--- src/source/zipdbg_defines.svh ---
// Debug bus widths, command bit positions and CPU reset hold length
`ifndef ZIPDBG_DEFINES_SVH
`define ZIPDBG_DEFINES_SVH

// Debug bus geometry
`define ZDBG_ADDR_W      8
`define ZDBG_DATA_W      32
`define ZDBG_LSB         2
`define ZDBG_REG_W       5

// Word address bit that picks CPU register space
`define ZDBG_SPACE_BIT   5

// Command word bits
`define ZDBG_RESET_BIT   6
`define ZDBG_STEP_BIT    8
`define ZDBG_HALT_BIT    10
`define ZDBG_CLEAR_BIT   11

// Cycles the CPU stays in reset
`define ZDBG_RESET_HOLD  10

`endif
--- src/source/zipdbg_pkg.sv ---
// Debug request, CPU port and status word types plus opcode and state enums
`include "zipdbg_defines.svh"

package zipdbg_pkg;

	// Write and read opcodes
	typedef enum logic [1:0] {
		WOP_NONE = 2'd0,
		WOP_REG  = 2'd1,
		WOP_CMD  = 2'd2
	} dbg_wop_e;

	typedef enum logic {
		ROP_STATUS = 1'b0,
		ROP_REG    = 1'b1
	} dbg_rop_e;

	// Accepted write, one cycle strobe
	typedef struct packed {
		logic                      stb;
		dbg_wop_e                  op;
		logic [`ZDBG_REG_W-1:0]    widx;
		logic [`ZDBG_DATA_W-1:0]   data;
		logic [`ZDBG_DATA_W/8-1:0] strb;
	} dbg_wreq_t;

	// Accepted read, one cycle strobe
	typedef struct packed {
		logic                   stb;
		dbg_rop_e               op;
		logic [`ZDBG_REG_W-1:0] ridx;
	} dbg_rreq_t;

	// Wrapper toward the CPU debug port
	typedef struct packed {
		logic                    halt;
		logic                    reset;
		logic                    clear_cache;
		logic                    we;
		logic [`ZDBG_REG_W-1:0]  wreg;
		logic [`ZDBG_DATA_W-1:0] wdata;
		logic [`ZDBG_REG_W-1:0]  rreg;
	} dbg_cpu_ctl_t;

	// CPU debug port back to the wrapper
	typedef struct packed {
		logic                    stall;
		logic                    brk;
		logic [2:0]              cc;
		logic [`ZDBG_DATA_W-1:0] rdata;
	} dbg_cpu_stat_t;

	// Control/status word, MSB first
	typedef struct packed {
		logic [14:0] zero_hi;
		logic        irq_hi;
		logic        brk;
		logic [2:0]  cc;
		logic        zero_11;
		logic        halt;
		logic        halted;
		logic        zero_8;
		logic        irq_lo;
		logic        reset;
		logic [5:0]  zero_lo;
	} dbg_status_t;

	// Read sequencer
	typedef enum logic [1:0] {
		RD_IDLE = 2'd0,
		RD_CPU  = 2'd1,
		RD_DONE = 2'd2
	} dbg_rd_state_e;

endpackage

--- src/source/zipaxi_dbg.sv ---
// AXI-lite debug slave top tying request decode, command control and response together
`include "zipdbg_defines.svh"

module zipaxi_dbg #(
	parameter bit START_HALTED = 1'b1
) (
	input  logic                      S_AXI_ACLK,
	input  logic                      S_AXI_ARESETN,
	input  logic                      i_interrupt,
	input  logic                      i_cpu_reset,
	// Write address and data
	input  logic                      S_AXI_AWVALID,
	output logic                      S_AXI_AWREADY,
	input  logic [`ZDBG_ADDR_W-1:0]   S_AXI_AWADDR,
	input  logic [2:0]                S_AXI_AWPROT,
	input  logic                      S_AXI_WVALID,
	output logic                      S_AXI_WREADY,
	input  logic [`ZDBG_DATA_W-1:0]   S_AXI_WDATA,
	input  logic [`ZDBG_DATA_W/8-1:0] S_AXI_WSTRB,
	// Write response
	output logic                      S_AXI_BVALID,
	input  logic                      S_AXI_BREADY,
	output logic [1:0]                S_AXI_BRESP,
	// Read address and data
	input  logic                      S_AXI_ARVALID,
	output logic                      S_AXI_ARREADY,
	input  logic [`ZDBG_ADDR_W-1:0]   S_AXI_ARADDR,
	input  logic [2:0]                S_AXI_ARPROT,
	output logic                      S_AXI_RVALID,
	input  logic                      S_AXI_RREADY,
	output logic [`ZDBG_DATA_W-1:0]   S_AXI_RDATA,
	output logic [1:0]                S_AXI_RRESP,
	// CPU debug port
	output zipdbg_pkg::dbg_cpu_ctl_t  o_cpu_ctl,
	input  zipdbg_pkg::dbg_cpu_stat_t i_cpu_stat,
	output logic                      o_cmd_reset,
	output logic                      o_halted
);

	// Between stages
	zipdbg_pkg::dbg_wreq_t wreq;
	zipdbg_pkg::dbg_rreq_t rreq;
	logic                  wr_stall;
	logic                  bresp_free;
	logic                  rd_free;

	// PROT bits carry nothing this slave acts on
	dbg_decode u_decode (
		.S_AXI_ACLK   (S_AXI_ACLK),
		.S_AXI_ARESETN(S_AXI_ARESETN),
		.S_AXI_AWVALID(S_AXI_AWVALID),
		.S_AXI_AWREADY(S_AXI_AWREADY),
		.S_AXI_AWADDR (S_AXI_AWADDR),
		.S_AXI_WVALID (S_AXI_WVALID),
		.S_AXI_WREADY (S_AXI_WREADY),
		.S_AXI_WDATA  (S_AXI_WDATA),
		.S_AXI_WSTRB  (S_AXI_WSTRB),
		.S_AXI_ARVALID(S_AXI_ARVALID),
		.S_AXI_ARREADY(S_AXI_ARREADY),
		.S_AXI_ARADDR (S_AXI_ARADDR),
		.i_bresp_free (bresp_free),
		.i_rd_free    (rd_free),
		.i_wr_stall   (wr_stall),
		.o_wreq       (wreq),
		.o_rreq       (rreq)
	);

	dbg_control #(.START_HALTED(START_HALTED)) u_control (
		.S_AXI_ACLK   (S_AXI_ACLK),
		.S_AXI_ARESETN(S_AXI_ARESETN),
		.i_cpu_reset  (i_cpu_reset),
		.i_wreq       (wreq),
		.i_rreq       (rreq),
		.i_cpu_stat   (i_cpu_stat),
		.o_cpu_ctl    (o_cpu_ctl),
		.o_wr_stall   (wr_stall)
	);

	dbg_response u_response (
		.S_AXI_ACLK   (S_AXI_ACLK),
		.S_AXI_ARESETN(S_AXI_ARESETN),
		.i_interrupt  (i_interrupt),
		.i_wreq       (wreq),
		.i_rreq       (rreq),
		.i_cpu_ctl    (o_cpu_ctl),
		.i_cpu_stat   (i_cpu_stat),
		.S_AXI_BVALID (S_AXI_BVALID),
		.S_AXI_BREADY (S_AXI_BREADY),
		.S_AXI_BRESP  (S_AXI_BRESP),
		.S_AXI_RVALID (S_AXI_RVALID),
		.S_AXI_RREADY (S_AXI_RREADY),
		.S_AXI_RDATA  (S_AXI_RDATA),
		.S_AXI_RRESP  (S_AXI_RRESP),
		.o_bresp_free (bresp_free),
		.o_rd_free    (rd_free)
	);

	// Handy copies for the outside
	assign o_cmd_reset = o_cpu_ctl.reset;
	assign o_halted    = !i_cpu_stat.stall;

endmodule

--- src/source/dbg_response.sv ---
// Write response, read sequencer, status word and read data channel
`include "zipdbg_defines.svh"

module dbg_response (
	input  logic                      S_AXI_ACLK,
	input  logic                      S_AXI_ARESETN,
	input  logic                      i_interrupt,
	input  zipdbg_pkg::dbg_wreq_t     i_wreq,
	input  zipdbg_pkg::dbg_rreq_t     i_rreq,
	input  zipdbg_pkg::dbg_cpu_ctl_t  i_cpu_ctl,
	input  zipdbg_pkg::dbg_cpu_stat_t i_cpu_stat,
	// B channel
	output logic                      S_AXI_BVALID,
	input  logic                      S_AXI_BREADY,
	output logic [1:0]                S_AXI_BRESP,
	// R channel
	output logic                      S_AXI_RVALID,
	input  logic                      S_AXI_RREADY,
	output logic [`ZDBG_DATA_W-1:0]   S_AXI_RDATA,
	output logic [1:0]                S_AXI_RRESP,
	// Slots free for decode
	output logic                      o_bresp_free,
	output logic                      o_rd_free
);
	import zipdbg_pkg::*;

	dbg_rd_state_e rd_state;
	dbg_status_t   status;

	//////////////////////////////
	// Write response
	//////////////////////////////

	always_ff @(posedge S_AXI_ACLK)
	begin
		if (!S_AXI_ARESETN)
			S_AXI_BVALID <= 1'b0;
		else if (i_wreq.stb)
			S_AXI_BVALID <= 1'b1;
		else if (S_AXI_BREADY)
			S_AXI_BVALID <= 1'b0;
	end

	assign S_AXI_BRESP  = 2'b00;
	assign o_bresp_free = !S_AXI_BVALID || S_AXI_BREADY;

	//////////////////////////////
	// Status word
	//////////////////////////////

	always_comb
	begin
		status        = '0;
		status.reset  = i_cpu_ctl.reset;
		status.irq_lo = i_interrupt;
		// Not stalled counts as halted
		status.halted = !i_cpu_stat.stall;
		status.halt   = i_cpu_ctl.halt;
		status.cc     = i_cpu_stat.cc;
		status.brk    = i_cpu_stat.brk;
		status.irq_hi = i_interrupt;
	end

	//////////////////////////////
	// Read sequencer
	//////////////////////////////

	// Register reads spend one cycle in RD_CPU for the CPU's data
	always_ff @(posedge S_AXI_ACLK)
	begin
		if (!S_AXI_ARESETN)
			rd_state <= RD_IDLE;
		else if (i_rreq.stb)
			rd_state <= (i_rreq.op == ROP_REG) ? RD_CPU : RD_DONE;
		else if (rd_state == RD_CPU)
			rd_state <= RD_DONE;
		else if ((rd_state == RD_DONE) && S_AXI_RREADY)
			rd_state <= RD_IDLE;
	end

	// Data only moves when a new beat is loaded
	always_ff @(posedge S_AXI_ACLK)
	begin
		if (i_rreq.stb && (i_rreq.op == ROP_STATUS))
			S_AXI_RDATA <= status;
		else if (rd_state == RD_CPU)
			S_AXI_RDATA <= i_cpu_stat.rdata;
	end

	assign S_AXI_RVALID = (rd_state == RD_DONE);
	assign S_AXI_RRESP  = 2'b00;
	// Back to back once the current beat leaves
	assign o_rd_free = (rd_state == RD_IDLE) || ((rd_state == RD_DONE) && S_AXI_RREADY);

	// Beat stays put until the master takes it
	a_rvalid_hold: assert property (@(posedge S_AXI_ACLK) disable iff (!S_AXI_ARESETN)
		(S_AXI_RVALID && !S_AXI_RREADY) |=> S_AXI_RVALID && $stable(S_AXI_RDATA))
		else $error("RVALID dropped or RDATA moved before RREADY");

endmodule

--- src/source/dbg_control.sv ---
// Halt, reset, step and clear-cache commands, reset hold and CPU register write staging
`include "zipdbg_defines.svh"

module dbg_control #(
	parameter bit START_HALTED = 1'b1
) (
	input  logic                      S_AXI_ACLK,
	input  logic                      S_AXI_ARESETN,
	input  logic                      i_cpu_reset,
	input  zipdbg_pkg::dbg_wreq_t     i_wreq,
	input  zipdbg_pkg::dbg_rreq_t     i_rreq,
	input  zipdbg_pkg::dbg_cpu_stat_t i_cpu_stat,
	output zipdbg_pkg::dbg_cpu_ctl_t  o_cpu_ctl,
	output logic                      o_wr_stall
);
	import zipdbg_pkg::*;

	localparam int HOLD_W = $clog2(`ZDBG_RESET_HOLD);

	// Decoded write strobes
	logic                    cmd_wr;
	logic                    hi_wr;
	logic                    reg_wr;
	logic                    start_reset;
	logic                    release_halt;
	// Command state
	logic [HOLD_W-1:0]       hold_cnt;
	logic                    cmd_reset;
	logic                    cmd_halt;
	logic                    cmd_step;
	logic                    cmd_clear;
	// Staged register write
	logic                    dbg_we;
	logic [`ZDBG_REG_W-1:0]  dbg_wreg;
	logic [`ZDBG_DATA_W-1:0] dbg_wdata;

	assign cmd_wr = i_wreq.stb && (i_wreq.op == WOP_CMD);
	assign reg_wr = i_wreq.stb && (i_wreq.op == WOP_REG);
	// Halt, step and clear live in byte 1
	assign hi_wr  = cmd_wr && i_wreq.strb[1];

	// Register write still waiting on the CPU
	assign o_wr_stall = dbg_we && i_cpu_stat.stall;

	//////////////////////////////
	// CPU reset and hold
	//////////////////////////////

	// External pulse, break when running free, or reset bit written
	assign start_reset = i_cpu_reset
			|| (i_cpu_stat.brk && !START_HALTED)
			|| (cmd_wr && i_wreq.strb[0] && i_wreq.data[`ZDBG_RESET_BIT]);

	always_ff @(posedge S_AXI_ACLK)
	begin
		if (!S_AXI_ARESETN || start_reset)
		begin
			hold_cnt  <= HOLD_W'(`ZDBG_RESET_HOLD - 1);
			cmd_reset <= 1'b1;
		end
		else if (hold_cnt != '0)
			hold_cnt <= hold_cnt - 1'b1;
		else
			cmd_reset <= 1'b0;
	end

	//////////////////////////////
	// Halt
	//////////////////////////////

	// Only lets go of a quiet CPU with no register write in flight
	assign release_halt = hi_wr && !i_cpu_stat.stall && !dbg_we
			&& (!i_wreq.data[`ZDBG_HALT_BIT] || i_wreq.data[`ZDBG_STEP_BIT]);

	always_ff @(posedge S_AXI_ACLK)
	begin
		if (!S_AXI_ARESETN)
			cmd_halt <= START_HALTED;
		else if (cmd_reset && START_HALTED)
			cmd_halt <= 1'b1;
		else
		begin
			if (release_halt)
				cmd_halt <= 1'b0;
			// Any of these wins over a release
			if (hi_wr && i_wreq.data[`ZDBG_HALT_BIT] && !i_wreq.data[`ZDBG_STEP_BIT])
				cmd_halt <= 1'b1;
			if (reg_wr)
				cmd_halt <= 1'b1;
			// Step is over
			if (cmd_step)
				cmd_halt <= 1'b1;
			if (hi_wr && i_wreq.data[`ZDBG_CLEAR_BIT])
				cmd_halt <= 1'b1;
			if (i_cpu_stat.brk && START_HALTED)
				cmd_halt <= 1'b1;
		end
	end

	//////////////////////////////
	// Step and clear cache
	//////////////////////////////

	// One cycle of run, gone once the CPU moves
	always_ff @(posedge S_AXI_ACLK)
	begin
		if (!S_AXI_ARESETN || cmd_reset)
			cmd_step <= 1'b0;
		else if (hi_wr && i_wreq.data[`ZDBG_STEP_BIT])
			cmd_step <= 1'b1;
		else if (!i_cpu_stat.stall)
			cmd_step <= 1'b0;
	end

	// Needs halt alongside, done once halted
	always_ff @(posedge S_AXI_ACLK)
	begin
		if (!S_AXI_ARESETN || cmd_reset)
			cmd_clear <= 1'b0;
		else if (hi_wr && i_wreq.data[`ZDBG_CLEAR_BIT] && i_wreq.data[`ZDBG_HALT_BIT])
			cmd_clear <= 1'b1;
		else if (cmd_halt && !i_cpu_stat.stall)
			cmd_clear <= 1'b0;
	end

	//////////////////////////////
	// Register write staging
	//////////////////////////////

	always_ff @(posedge S_AXI_ACLK)
	begin
		if (!S_AXI_ARESETN)
			dbg_we <= 1'b0;
		else if (!o_wr_stall)
			dbg_we <= reg_wr;
	end

	always_ff @(posedge S_AXI_ACLK)
	begin
		if (!o_wr_stall && reg_wr)
		begin
			dbg_wreg  <= i_wreq.widx;
			dbg_wdata <= i_wreq.data;
		end
	end

	// Read index goes out in the accept cycle
	always_comb
	begin
		o_cpu_ctl.halt        = cmd_halt;
		o_cpu_ctl.reset       = cmd_reset;
		o_cpu_ctl.clear_cache = cmd_clear;
		o_cpu_ctl.we          = dbg_we;
		o_cpu_ctl.wreg        = dbg_wreg;
		o_cpu_ctl.wdata       = dbg_wdata;
		o_cpu_ctl.rreg        = i_rreq.ridx;
	end

	// No new register write while the staged one is stalled
	a_we_stable: assert property (@(posedge S_AXI_ACLK) disable iff (!S_AXI_ARESETN)
		o_wr_stall |-> !reg_wr)
		else $error("register write accepted under CPU stall");

endmodule

--- src/source/dbg_decode.sv ---
// AW, W and AR skid buffers, address decode and request acceptance strobes
`include "zipdbg_defines.svh"

module dbg_decode (
	input  logic                      S_AXI_ACLK,
	input  logic                      S_AXI_ARESETN,
	// Write address
	input  logic                      S_AXI_AWVALID,
	output logic                      S_AXI_AWREADY,
	input  logic [`ZDBG_ADDR_W-1:0]   S_AXI_AWADDR,
	// Write data
	input  logic                      S_AXI_WVALID,
	output logic                      S_AXI_WREADY,
	input  logic [`ZDBG_DATA_W-1:0]   S_AXI_WDATA,
	input  logic [`ZDBG_DATA_W/8-1:0] S_AXI_WSTRB,
	// Read address
	input  logic                      S_AXI_ARVALID,
	output logic                      S_AXI_ARREADY,
	input  logic [`ZDBG_ADDR_W-1:0]   S_AXI_ARADDR,
	// Back-pressure from control and response
	input  logic                      i_bresp_free,
	input  logic                      i_rd_free,
	input  logic                      i_wr_stall,
	output zipdbg_pkg::dbg_wreq_t     o_wreq,
	output zipdbg_pkg::dbg_rreq_t     o_rreq
);
	import zipdbg_pkg::*;

	// Word address and data+strobe widths
	localparam int WA_W = `ZDBG_ADDR_W - `ZDBG_LSB;
	localparam int WD_W = `ZDBG_DATA_W + `ZDBG_DATA_W/8;

	logic            aw_valid;
	logic            w_valid;
	logic            ar_valid;
	logic [WA_W-1:0] aw_word;
	logic [WA_W-1:0] ar_word;
	logic [WD_W-1:0] w_beat;
	logic            wr_accept;
	logic            rd_accept;
	dbg_wop_e        wr_op;

	//////////////////////////////
	// Channel skid buffers
	//////////////////////////////

	// Byte offset bits dropped on the way in
	dbg_skidbuffer #(.DW(WA_W)) u_awskd (
		.i_clk    (S_AXI_ACLK),
		.i_reset_n(S_AXI_ARESETN),
		.i_valid  (S_AXI_AWVALID),
		.o_ready  (S_AXI_AWREADY),
		.i_data   (S_AXI_AWADDR[`ZDBG_ADDR_W-1:`ZDBG_LSB]),
		.o_valid  (aw_valid),
		.i_ready  (wr_accept),
		.o_data   (aw_word)
	);

	// Data with strobes in the low nibble
	dbg_skidbuffer #(.DW(WD_W)) u_wskd (
		.i_clk    (S_AXI_ACLK),
		.i_reset_n(S_AXI_ARESETN),
		.i_valid  (S_AXI_WVALID),
		.o_ready  (S_AXI_WREADY),
		.i_data   ({S_AXI_WDATA, S_AXI_WSTRB}),
		.o_valid  (w_valid),
		.i_ready  (wr_accept),
		.o_data   (w_beat)
	);

	dbg_skidbuffer #(.DW(WA_W)) u_arskd (
		.i_clk    (S_AXI_ACLK),
		.i_reset_n(S_AXI_ARESETN),
		.i_valid  (S_AXI_ARVALID),
		.o_ready  (S_AXI_ARREADY),
		.i_data   (S_AXI_ARADDR[`ZDBG_ADDR_W-1:`ZDBG_LSB]),
		.o_valid  (ar_valid),
		.i_ready  (rd_accept),
		.o_data   (ar_word)
	);

	//////////////////////////////
	// Classify and accept
	//////////////////////////////

	// No strobes means nothing to do, just acknowledge
	always_comb
	begin
		if (w_beat[`ZDBG_DATA_W/8-1:0] == '0)
			wr_op = WOP_NONE;
		else if (aw_word[`ZDBG_SPACE_BIT])
			wr_op = WOP_REG;
		else
			wr_op = WOP_CMD;
	end

	// Register writes wait for the staged one to drain
	assign wr_accept = aw_valid && w_valid && i_bresp_free
			&& !((wr_op == WOP_REG) && i_wr_stall);

	assign rd_accept = ar_valid && i_rd_free;

	always_comb
	begin
		o_wreq.stb  = wr_accept;
		o_wreq.op   = wr_op;
		o_wreq.widx = aw_word[`ZDBG_REG_W-1:0];
		o_wreq.data = w_beat[WD_W-1 -: `ZDBG_DATA_W];
		o_wreq.strb = w_beat[`ZDBG_DATA_W/8-1:0];
		o_rreq.stb  = rd_accept;
		o_rreq.op   = aw_or_status(ar_word[`ZDBG_SPACE_BIT]);
		o_rreq.ridx = ar_word[`ZDBG_REG_W-1:0];
	end

	// Space bit to read opcode
	function automatic dbg_rop_e aw_or_status(input logic space);
		return space ? ROP_REG : ROP_STATUS;
	endfunction

	// Strobed write carries a known opcode
	a_wr_opcode: assert property (@(posedge S_AXI_ACLK) disable iff (!S_AXI_ARESETN)
		o_wreq.stb |-> !$isunknown(o_wreq.op))
		else $error("write strobe with invalid opcode");

	a_rd_opcode: assert property (@(posedge S_AXI_ACLK) disable iff (!S_AXI_ARESETN)
		o_rreq.stb |-> !$isunknown(o_rreq.op))
		else $error("read strobe with invalid opcode");

endmodule

--- src/source/dbg_skidbuffer.sv ---
// One-entry skid buffer between two valid/ready channels
module dbg_skidbuffer #(
	parameter int DW = 8
) (
	input  logic          i_clk,
	input  logic          i_reset_n,
	// Upstream side
	input  logic          i_valid,
	output logic          o_ready,
	input  logic [DW-1:0] i_data,
	// Downstream side
	output logic          o_valid,
	input  logic          i_ready,
	output logic [DW-1:0] o_data
);

	// Holding slot
	logic          r_valid;
	logic [DW-1:0] r_data;

	//////////////////////////////
	// Slot occupancy
	//////////////////////////////

	// Fill when a beat arrives and downstream refuses it
	always_ff @(posedge i_clk)
	begin
		if (!i_reset_n)
			r_valid <= 1'b0;
		else if (i_valid && o_ready && !i_ready)
			r_valid <= 1'b1;
		else if (i_ready)
			r_valid <= 1'b0;
	end

	// Capture the bus whenever the slot is free
	always_ff @(posedge i_clk)
	begin
		if (o_ready)
			r_data <= i_data;
	end

	//////////////////////////////
	// Outputs
	//////////////////////////////

	// Ready comes straight off a flop
	assign o_ready = !r_valid;

	// Held beat goes out first
	assign o_valid = i_valid || r_valid;
	assign o_data  = r_valid ? r_data : i_data;

endmodule

--- config.mk ---
export PLATFORM = sky130hd
export DESIGN_NAME = zipaxi_dbg
export DESIGN_NICKNAME = d
export VERILOG_FILES = /design/src/source/zipdbg_pkg.sv /design/src/source/zipaxi_dbg.sv /design/src/source/dbg_response.sv /design/src/source/dbg_control.sv /design/src/source/dbg_decode.sv /design/src/source/dbg_skidbuffer.sv
export VERILOG_INCLUDE_DIRS = /design/src /design/src/source
export SDC_FILE = /design/constraint.sdc
export NUM_CORES = 1
export LEC_CHECK = 0
export ABC_AREA = 1
export BUFFER_PORTS_ARGS = -buffer_cell sky130_fd_sc_hd__buf_2
export CAP_MARGIN = 20
export CELL_PAD_IN_SITES_DETAIL_PLACEMENT = 1
export CELL_PAD_IN_SITES_GLOBAL_PLACEMENT = 2
export CORE_UTILIZATION = 30
export DETAILED_ROUTE_END_ITERATION = 6
export HOLD_SLACK_MARGIN = 0.02
export PLACE_DENSITY = 0.92
export SLEW_MARGIN = 40
export SYNTH_ARGS = -nofsm -noshare
export SYNTH_HDL_FRONTEND = slang
export SYNTH_SLANG_ARGS = --single-unit
--- constraint.sdc ---
create_clock -name S_AXI_ACLK -period 3.4 [get_ports S_AXI_ACLK]
set_clock_uncertainty 0.15 [all_clocks]
set_input_delay 0.34 -clock S_AXI_ACLK [delete_from_list [all_inputs] [get_ports S_AXI_ACLK]]
set_output_delay 0.34 -clock S_AXI_ACLK [all_outputs]
set_load 0.01 [all_outputs]
Word level (Yosys, flattened, before mapping)
Cells that the tools add are included.

cells by class
  $add $sub $neg = 1
  equal/unequal tests = 5
  muxes and demuxes = 23
  bitwise logic cells = 2
  reduce and logical (&&, ||, !) cells = 62

operator list
  cell                   number
  $mux W36               1
  $mux W17               2
  $logic_and A1 B1 Y1    29
  $logic_not A1 Y1       13
  $mux W1                12
  $mux W2                6
  $mux W6                2
  $reduce_bool A2 Y1     6
  $logic_or A1 B1 Y1     9
  $reduce_or A7 Y1       1
  $eq A2 B1 Y1 const B   2
  $eq A2 B2 Y1 const B   2
  $logic_not A4 Y1       1
  $reduce_bool A4 Y1     1
  $sub A4 B1 Y4 const B  1
  $reduce_bool A3 Y1     1
  $logic_not A2 Y1       1
  $ne A2 B1 Y1 const B   1
  $not A1 Y1             2

word-level totals
  register bits = 132
  bits of input ports = 104
  output and inout bits = 89

Logic depth before layout (Yosys ltp)
Gate-level depths: netlist of the first run.

  depth after elaboration = 12
  gate-level depth with buffers = 9
  depth with buffers taken out = 9

Modules after synthesis
From an unflattened synthesis of the first run, not the netlist that was laid out.

unflattened totals
  cell total of the unflattened synthesis = 517
  area, all modules = 4,869.7 µm²

modules (own cells, without submodules)
  module                                 times used  cells each  area an instance (µm²)  sequential area each (µm²)
  dbg_control                            1           117         1,659.1                 1,291.2
  dbg_response                           1           163         1,410.1                 790.8
  dbg_skidbuffer (u_decode.u_wskd)       1           158         1,236.2                 740.7
  dbg_skidbuffer (u_decode.u_arskd ...)  2           32          241.5                   140.1
  dbg_decode                             1           13          70.1                    0.0
  zipaxi_dbg                             1           2           11.3                    0.0

Least setup slack after synthesis of the first run
OpenSTA, ideal clock, no wires.

  path type = flip-flop to flip-flop
  start = register u_decode.u_awskd.r_valid
  end = register u_control.dbg_wdata[0], enable pin
  setup time = 391 ps
  arrival time = 1,619 ps
  setup slack = 1,240 ps
  cell stages (with the launch flop) = 7
  buffers on the path = 0
  clock period less this slack = 2,160 ps
  path through = dfxtp_1 > inv_4 > nand2_4 > nand3_4 > clkinv_1 > nand4_1 > inv_1

between the ends
  longest elaborated chain between the ends = 9

ends and longest elaborated chain
  what                    RTL line                             RTL
  start, declared         dbg_skidbuffer.sv:18                 logic r_valid;
  start signal, assigned  dbg_skidbuffer.sv:29                 r_valid <= 1'b0;
  start signal, assigned  dbg_skidbuffer.sv:31                 r_valid <= 1'b1;
  start signal, assigned  dbg_skidbuffer.sv:33                 r_valid <= 1'b0;
  $mux W6                 --
  $mux W2                 dbg_decode.sv:91                     else if (aw_word[`ZDBG_SPACE_BIT])
  $mux W2                 dbg_decode.sv:89                     if (w_beat[`ZDBG_DATA_W/8-1:0] == '0)
  $eq A2 B1 Y1            dbg_control.sv:38, dbg_decode.sv:99
  $logic_and A1 B1 Y1     dbg_decode.sv:99                     && !((wr_op == WOP_REG) && i_wr_stall);
  $logic_not A1 Y1        dbg_decode.sv:99
  $logic_and A1 B1 Y1     dbg_decode.sv:99
  $logic_and A1 B1 Y1 *   dbg_control.sv:38                    assign reg_wr = i_wreq.stb && (i_wreq.op == WOP_REG);
  $logic_and A1 B1 Y1 *   dbg_control.sv:140                   if (!o_wr_stall && reg_wr)
  end signal, assigned    dbg_control.sv:143                   dbg_wdata <= i_wreq.data;
  end, declared           dbg_control.sv:35                    logic [`ZDBG_DATA_W-1:0] dbg_wdata;

Mark *: on every way between the ends. The rest lies on a longest branch, timed or not.
A chain may end at the register's enable or synchronous reset.

==> metrics.md, run 1 <==
| Metric | Value |
|---|---|
| Core Footprint | `15400 um2` |
| Total grt overflow | `0` |
| Post-synthesis mux area share | `less than 1%` |
| All-Layer GR Usage | `approximately 17%` |
| DRT antenna net count | `0` |
| CTS clk-pin slew, worst paths | `roughly 60 ps` |
| Int Pwr | `between 3 and 4 mW` |
| Die Y | `approximately 130 um` |
| Minimum clock period | `2400 ps` |
| Critical Setup Path Class | `register to register` |
| Final slew viol count | `0` |
| Critical Path Start Type | `register` |
| Die Footprint | `between 15000 and 20000 um2` |
| Initial antenna violation count | `2` |
| CP Capture Type | `register` |
| Power per standard cell area | `631 nW/um2` |
| CTS Buf Count | `17` |
| Hpwl dp | `8950 um` |
| Register cell area after layout | `roughly 3100 um2` |
| Final Cycle Share | `70.5%` |
| Number of global-route vias before repair | `4324` |
| Largest net degree at the start of global routing | `38` |
| Critical Path RT | `~3300 ps` |
| Residual DRC | `0` |
| Cells after Synth | `between 400 and 500` |
| Mean Syn Cell Area | `between 9 and 10 um2` |
| Setup-failing EPs final | `0` |
| VDD IR-drop max | `~0.30 mV` |
| First-pass GRT wire length | `21400 um` |
| Row Count | `45` |
| Critical path arrival | `around 2300 ps` |
| I/O pin cnt | `a little under 200` |
| Min-delay worst type | `primary input to register` |
| Drt pass-1 iters | `4` |
| Filler cells | `1799` |
| Adder-cell area share of the yosys netlist | `less than 1%` |
| Routability cong. | `~0.75` |
| CTS resizes | `0` |
| Seq/Total Area, Yosys | `between 60% and 70%` |
| Mapped cell area | `4760 um2` |
| CTS max path bufs | `2` |
| Max Clk Rate | `~0.42 GHz` |
| Combinational share of power | `between 10 and 15%` |
| Multi-input gate area | `approximately 1400 um2` |
| Power Total | `roughly 4.3 mW` |
| Setup total negative slack | `0 ps` |
| Simple-gate area share of the yosys netlist | `around a quarter` |
| Clock power frac | `between 40% and 50%` |
| Initial DRC count | `between 150 and 200` |
| Dpl ws | `between 900 and 1000 ps` |
| RSZ-0062 raised after global routing | `no` |
| Sequential Power Share | `about 45%` |
| CTS Root Cell | `clkbuf_16` |
| Slew @ Worst Pin | `758 ps` |
| Setup ws final | `1000 ps` |
| CTS H-Tree Depth | `4` |
| Final hold vios | `0` |
| CTS Sinks | `around 130` |
| P_sw | `approximately 1.1 mW` |
| Outcome | `finished, final reports clean` |
| Final nets | `just over 800` |
| Seq cells post-synth | `around 130` |
| Yosys warns | `0` |
| Lkg Pwr | `around 3.2 nW` |
| XOR/XNOR Fraction of Synth Area | `less than 1%` |
| Avg WL per Cell | `14.5 um` |
| Drt total wl | `roughly 14000 um` |
| Ratio of cells with drive above 1 in the final layout | `between 30 and 40%` |
| Cell variety after synth | `31` |
| Synth Area in Compound Gates | `~3.8%` |
| Initial core utilization | `a little over 30%` |
| Switching share of power | `around a quarter` |
| I/O Buffers | `178` |
| Vias | `just over 4000` |
| CTS tree | `done` |
| Max cap viols | `0` |
| Vias per cell | `between 4 and 5` |
| CP Max Fanout | `37` |
| Worst skew pair latency | `between 400 and 500 ps` |
| Area Overhead vs Synth | `41.3%` |
| Main combinational cell family by area after synthesis | `simple AND/OR/NAND/NOR gates` |
| Worst slew margin | `49.3%` |
| Horiz. Die Dim | `128 um` |
==> cells in the mapped netlist (all sizes together) <==
master / number / share of area, %
or3: 1 / 0.13
nor3: 1 / 0.10
o21ai: 6 / 0.63
clkinv: 1 / 0.079
buf: 23 / 3.3
a21oi: 29 / 3.0
inv: 22 / 1.8
a211oi: 1 / 0.16
nand2: 201 / 17
nand3: 39 / 4.5
clkbuf: 10 / 0.79
ha: 2 / 0.53
nand4: 4 / 0.66
conb: 1 / 0.079
nor2: 19 / 1.9
edfxtp: 46 / 29
xor2: 2 / 0.37
dfxtp: 86 / 36
mux2i: 1 / 0.21
==> metal layers <==
metal,track usage (%),vias up,share of wire [%]
met5,0,-,0
met4,3.94,0,0.63
met3,6.89,10,7.9
met2,30.2,152,50
met1,18.5,1926,41
li1,-,2010,-
==> critical path, cell delays in order, from the launching register on <==
cell,delay (ps)
dfxtp_1,310
inv_2,480
nand2_1,140
nand2_2,140
nor2_2,60
nand2_4,90
nand4_1,130
inv_1,80
buf_4,420
==> registers in the layout (all words and copies together) (netlist names) <==
signal,cells
u_decode.u_wskd.r_valid,1
u_control.cmd_halt,1
u_decode.u_arskd.r_valid,1
u_control.dbg_wreg,5
u_decode.u_arskd.r_data,6
u_control.hold_cnt,4
u_control.dbg_wdata,32
u_response.rd_state,2
u_control.cmd_clear,1
u_response.S_AXI_RDATA,32
u_control.cmd_step,1
u_decode.u_awskd.r_valid,1
u_decode.u_awskd.r_data,6
u_decode.u_wskd.r_data,36
u_response.S_AXI_BVALID,1
u_control.dbg_we,1
u_control.cmd_reset,1
==> final cells by class <==
class / count / share of cell area [%]
antenna: 1 / 0.0372
clock buffer: 20 / 6.78
clock inverter: 12 / 1.77
inverter: 23 / 1.32
multi-input combinational: 310 / 20.6
sequential: 132 / 46.1
tap: 211 / 3.92
timing repair buffer: 221 / 19.4
==> stage by stage <==
| stage | util, % | std cells | hold slack, ps | area [um2] |
|---|---|---|---|---|
| 3_3_place_gp | 37.6 | 859 | 278 | 5770 |
| 4_1_cts | 43.8 | 929 | 21.1 | 6730 |
| 6_report | 43.8 | 930 | 37.3 | 6730 |
| 3_5_place_dp | 37.6 | 859 | 290 | 5770 |
| 2_1_floorplan | - | 498 | 268 | 4770 |
| 5_1_grt | 43.8 | 929 | 34.4 | 6730 |
==> repair_timing <==
item                                   CTS  global route
hold buffers                            38             0
endpoints found under the hold margin   38             0
setup buffers                            0             0
==> power groups by stage <==
stage	logic [mW]	clock network [mW]	registers, mW
2_1_floorplan	0.278	0	1.97
4_1_cts	0.598	1.81	1.90
6_report	0.591	1.76	1.90
3_5_place_dp	0.561	0	1.93
5_1_grt	0.661	1.88	1.92
3_3_place_gp	0.535	0	1.92
==> cell families (layout without fill, tap and decap cells) <==
logic type | count (synthesis) | count (layout)
muxes | 1 | 1
AOI/OAI and AO/OA | 36 | 36
and+or+nand+nor | 265 | 265
DFF | 132 | 132
adders and majority gates | 2 | 2
other | 1 | 5
buffers and inverters | 56 | 276
xor gates and xnor gates | 2 | 2
==> path summary, 6_finish.rpt <==
| check | start | endpoint | slack (ps) | depth (start not counted) |
|---|---|---|---|---|
| hold / removal | S_AXI_WDATA[0] | u_decode.u_wskd.r_data[4] | 40 | 3 |
| setup / recovery | u_decode.u_wskd.r_valid | u_control.dbg_wdata[26] | 1000 | 8 |
| setup reg to reg | u_decode.u_wskd.r_valid | u_control.dbg_wdata[26] | 1000 | 8 |
| hold reg to reg | u_control.cmd_step | u_control.cmd_step | 300 | 2 |
==> layout by cell type, fill, tap and decap left out, drive strengths merged <==
master       Yosys  final
nand2          201    201
buf             23    183
dfxtp           86     86
edfxtp          46     46
nand3           39     39
dlygate4sd3      0     38
a21oi           29     29
inv             22     27
clkbuf          10     20
nor2            19     19
o21ai            6      6
conb             1      4
nand4            4      4
clkinv           1      4
clkinvlp         0      3
xor2             2      2
ha               2      2
diode            0      1
a211oi           1      1
or3              1      1
mux2i            1      1
nor3             1      1
bufinv           0      1
(Power assumes the default switching activity.)
==> run 2: changes to the inputs <==
Settings changed: CORE_UTILIZATION 30 to 25, PLACE_DENSITY 0.92 to 0.82.
Clock period 3.4 ns to 2.1 ns, I/O delays scaled along.
==> run 2 against run 1 <==
  * Cell count increased by 8.9%
  * Utilization decreased by 4.3 points
  * Worst setup slack got worse by 770 ps
  * Sequential power increased by 61%
  * Cell area increased by 9.8%
  * Worst hold slack improved by 20 ps
  * Sequential cell count unchanged
  * Clock power increased by 73%
  * Register-to-register slack got worse by 770 ps
  * Die area increased by 20%
  * Critical path depth decreased by 1
==> metrics.md, run 2 (synthesis results as in run 1) <==
| Metric | Value |
|---|---|
| Outcome | `finished, final reports clean` |
| Metal-1 WL | `approximately 6000 um` |
| Post-Place Cells | `887` |
| Slowest-stage cell, CP | `dfxtp_1` |
| CTS Buf Count | `17` |
| CTS Sinks | `around 130` |
| Initial core utilization | `between 20% and 30%` |
| Area Overhead vs Synth | `55.2%` |
| Ratio of cells with drive above 1 in the final layout | `between 30 and 40%` |
| Total number of cells along the worst setup path | `7` |
| Critical Path Start Type | `register` |
| Drt total wl | `roughly 14000 um` |
| CP Max Fanout | `37` |
| Setup total negative slack | `0 ps` |
| All-Layer GR Usage | `14.8%` |
| Initial DRC count | `106` |
| CP bufs+invs | `4` |
| Residual DRC | `0` |
| First-pass GRT wire length | `about 22000 um` |
| VDD IR-drop max | `between 0.6 and 0.7 mV` |
| Filler cells | `~2200` |
| Crit path largest cell delay | `between 400 and 500 ps` |
| Minimum clock period | `1860 ps` |
| Row Count | `50` |
| Min-delay worst type | `primary input to register` |
| Power per standard cell area | `968 nW/um2` |
| Core Footprint | `around 19000 um2` |
| Setup-failing EPs final | `0` |
| Avg WL per Cell | `13.7 um` |
| DRT antenna net count | `0` |
| Dpl ws | `around 150 ps` |
| Setup ws final | `between 200 and 250 ps` |
| I/O pin cnt | `between 150 and 200` |
| Critical path cell sequence | `inv_4 -> nand2_4 -> nand3_4 -> clkinv_1 -> nand4_1 -> clkinvlp_4 -> buf_12` |
| Wire length on met2 | `around 6700 um` |
| Final slew viol count | `0` |
| Largest net degree at the start of global routing | `38` |
| Critical Path RT | `roughly 2100 ps` |
| Lkg Pwr | `3.46 nW` |
| Total length of routed met3 wires | `just under 1000 um` |
| CTS max path bufs | `2` |
| I/O Buffers | `about 180` |
| Max cap viols | `0` |
| Commonest non-fill, non-tap cell in the layout | `nand2_1` |
| Worst skew pair latency | `about 420 ps` |
| Hpwl dp | `between 8000 and 9000 um` |
| CTS Root Cell | `clkbuf_16` |
| Final nets | `between 800 and 900` |
| CP Capture Type | `register` |
| Drt pass-1 iters | `4` |
| Final hold vios | `0` |
| Horiz. Die Dim | `between 100 and 150 um` |
| R2R depth | `7` |
| Hold Path Depth | `4` |
| Non-filler instance count after layout | `slightly above 1000` |
| Post-layout util | `39.5%` |
| Die Y | `140 um` |
| RSZ-0062 raised after global routing | `no` |
| Hold_ws | `about 57 ps` |
| Top Layer Used | `met4` |
| Vias | `4227` |
| CTS H-Tree Depth | `4` |
| Number of global-route vias before repair | `around 4400` |
| Max reg flops | `36` |
| Vias per cell | `4.17` |
| Initial antenna violation count | `1` |
| Largest registers | `u_decode.u_wskd.r_data (36), u_control.dbg_wdata (32), u_response.S_AXI_RDATA (32)` |
| Worst path top cell family by delay | `buffers and inverters` |
| Top reg by flops | `u_decode.u_wskd.r_data` |
| Critical path arrival | `1820 ps` |
| Dpl cell area | `between 5000 and 6000 um2` |
| CTS tree | `done` |
| CTS clk-pin slew, worst paths | `60 ps` |
| Max Clk Rate | `about 0.54 GHz` |
| Final Cycle Share | `88.8%` |
| Final standard cell area without fillers | `approximately 7400 um2` |
| Power Total | `between 7 and 8 mW` |
| Die Footprint | `a little under 20000 um2` |
| Total grt overflow | `0` |
| Most frequent cells in the layout | `nand2_1 (193), buf_2 (178), dlygate4sd3_1 (93)` |
| Routability cong. | `~0.7` |
| Critical Setup Path Class | `register to register` |
==> run 2: where the power goes <==
group | total, mW | internal (mW) | switching, mW
clock | 3.04 | 1.81 | 1.22
combinational | 1.06 | 0.460 | 0.598
sequential | 3.06 | 2.96 | 0.104
==> run 2: repair_timing <==
action | in CTS | in global routing
gates resized for setup | 0 | 1
endpoints found under the hold margin | 129 | 0
setup buffers | 0 | 0
hold buffers | 93 | 0
setup endpoints to repair | 0 | 37
==> run 2: cell type report <==
cell class | count | area (um2) | area share, %
Clock buffer | 18 | 439 | 5.94
Timing Repair Buffer | 281 | 1910 | 25.8
Antenna cell | 1 | 2.50 | 0.0338
Tap cell | 234 | 293 | 3.96
Multi-Input combinational cell | 310 | 1390 | 18.8
Sequential cell | 132 | 3100 | 42.0
Clock inverter | 14 | 164 | 2.22
Inverter | 23 | 92.6 | 1.25
==> run 2: worst reg2reg max path, delay by kind of cell, from the launching register on <==
family	cells	cell delay, ps
AND/OR/NAND/NOR	3	350
flip-flops	1	480
buffers and inverters	4	550
==> run 2: worst paths after layout <==
kind / slack [ps] / end / start
worst min-delay path: 60 / u_response.rd_state[1] / S_AXI_RREADY
worst max-delay path: 240 / u_control.dbg_wdata[12] / u_decode.u_awskd.r_valid
worst min register to register: 300 / u_decode.u_arskd.r_data[3] / u_decode.u_arskd.r_data[3]
worst max register to register: 240 / u_control.dbg_wdata[12] / u_decode.u_awskd.r_valid
==> run 2: routing by layer <==
metal	track usage, %	vias to the layer above
met5	0	-
met4	5.73	0
met1	16.4	1935
met3	5.81	15
li1	-	2135
met2	25.3	142
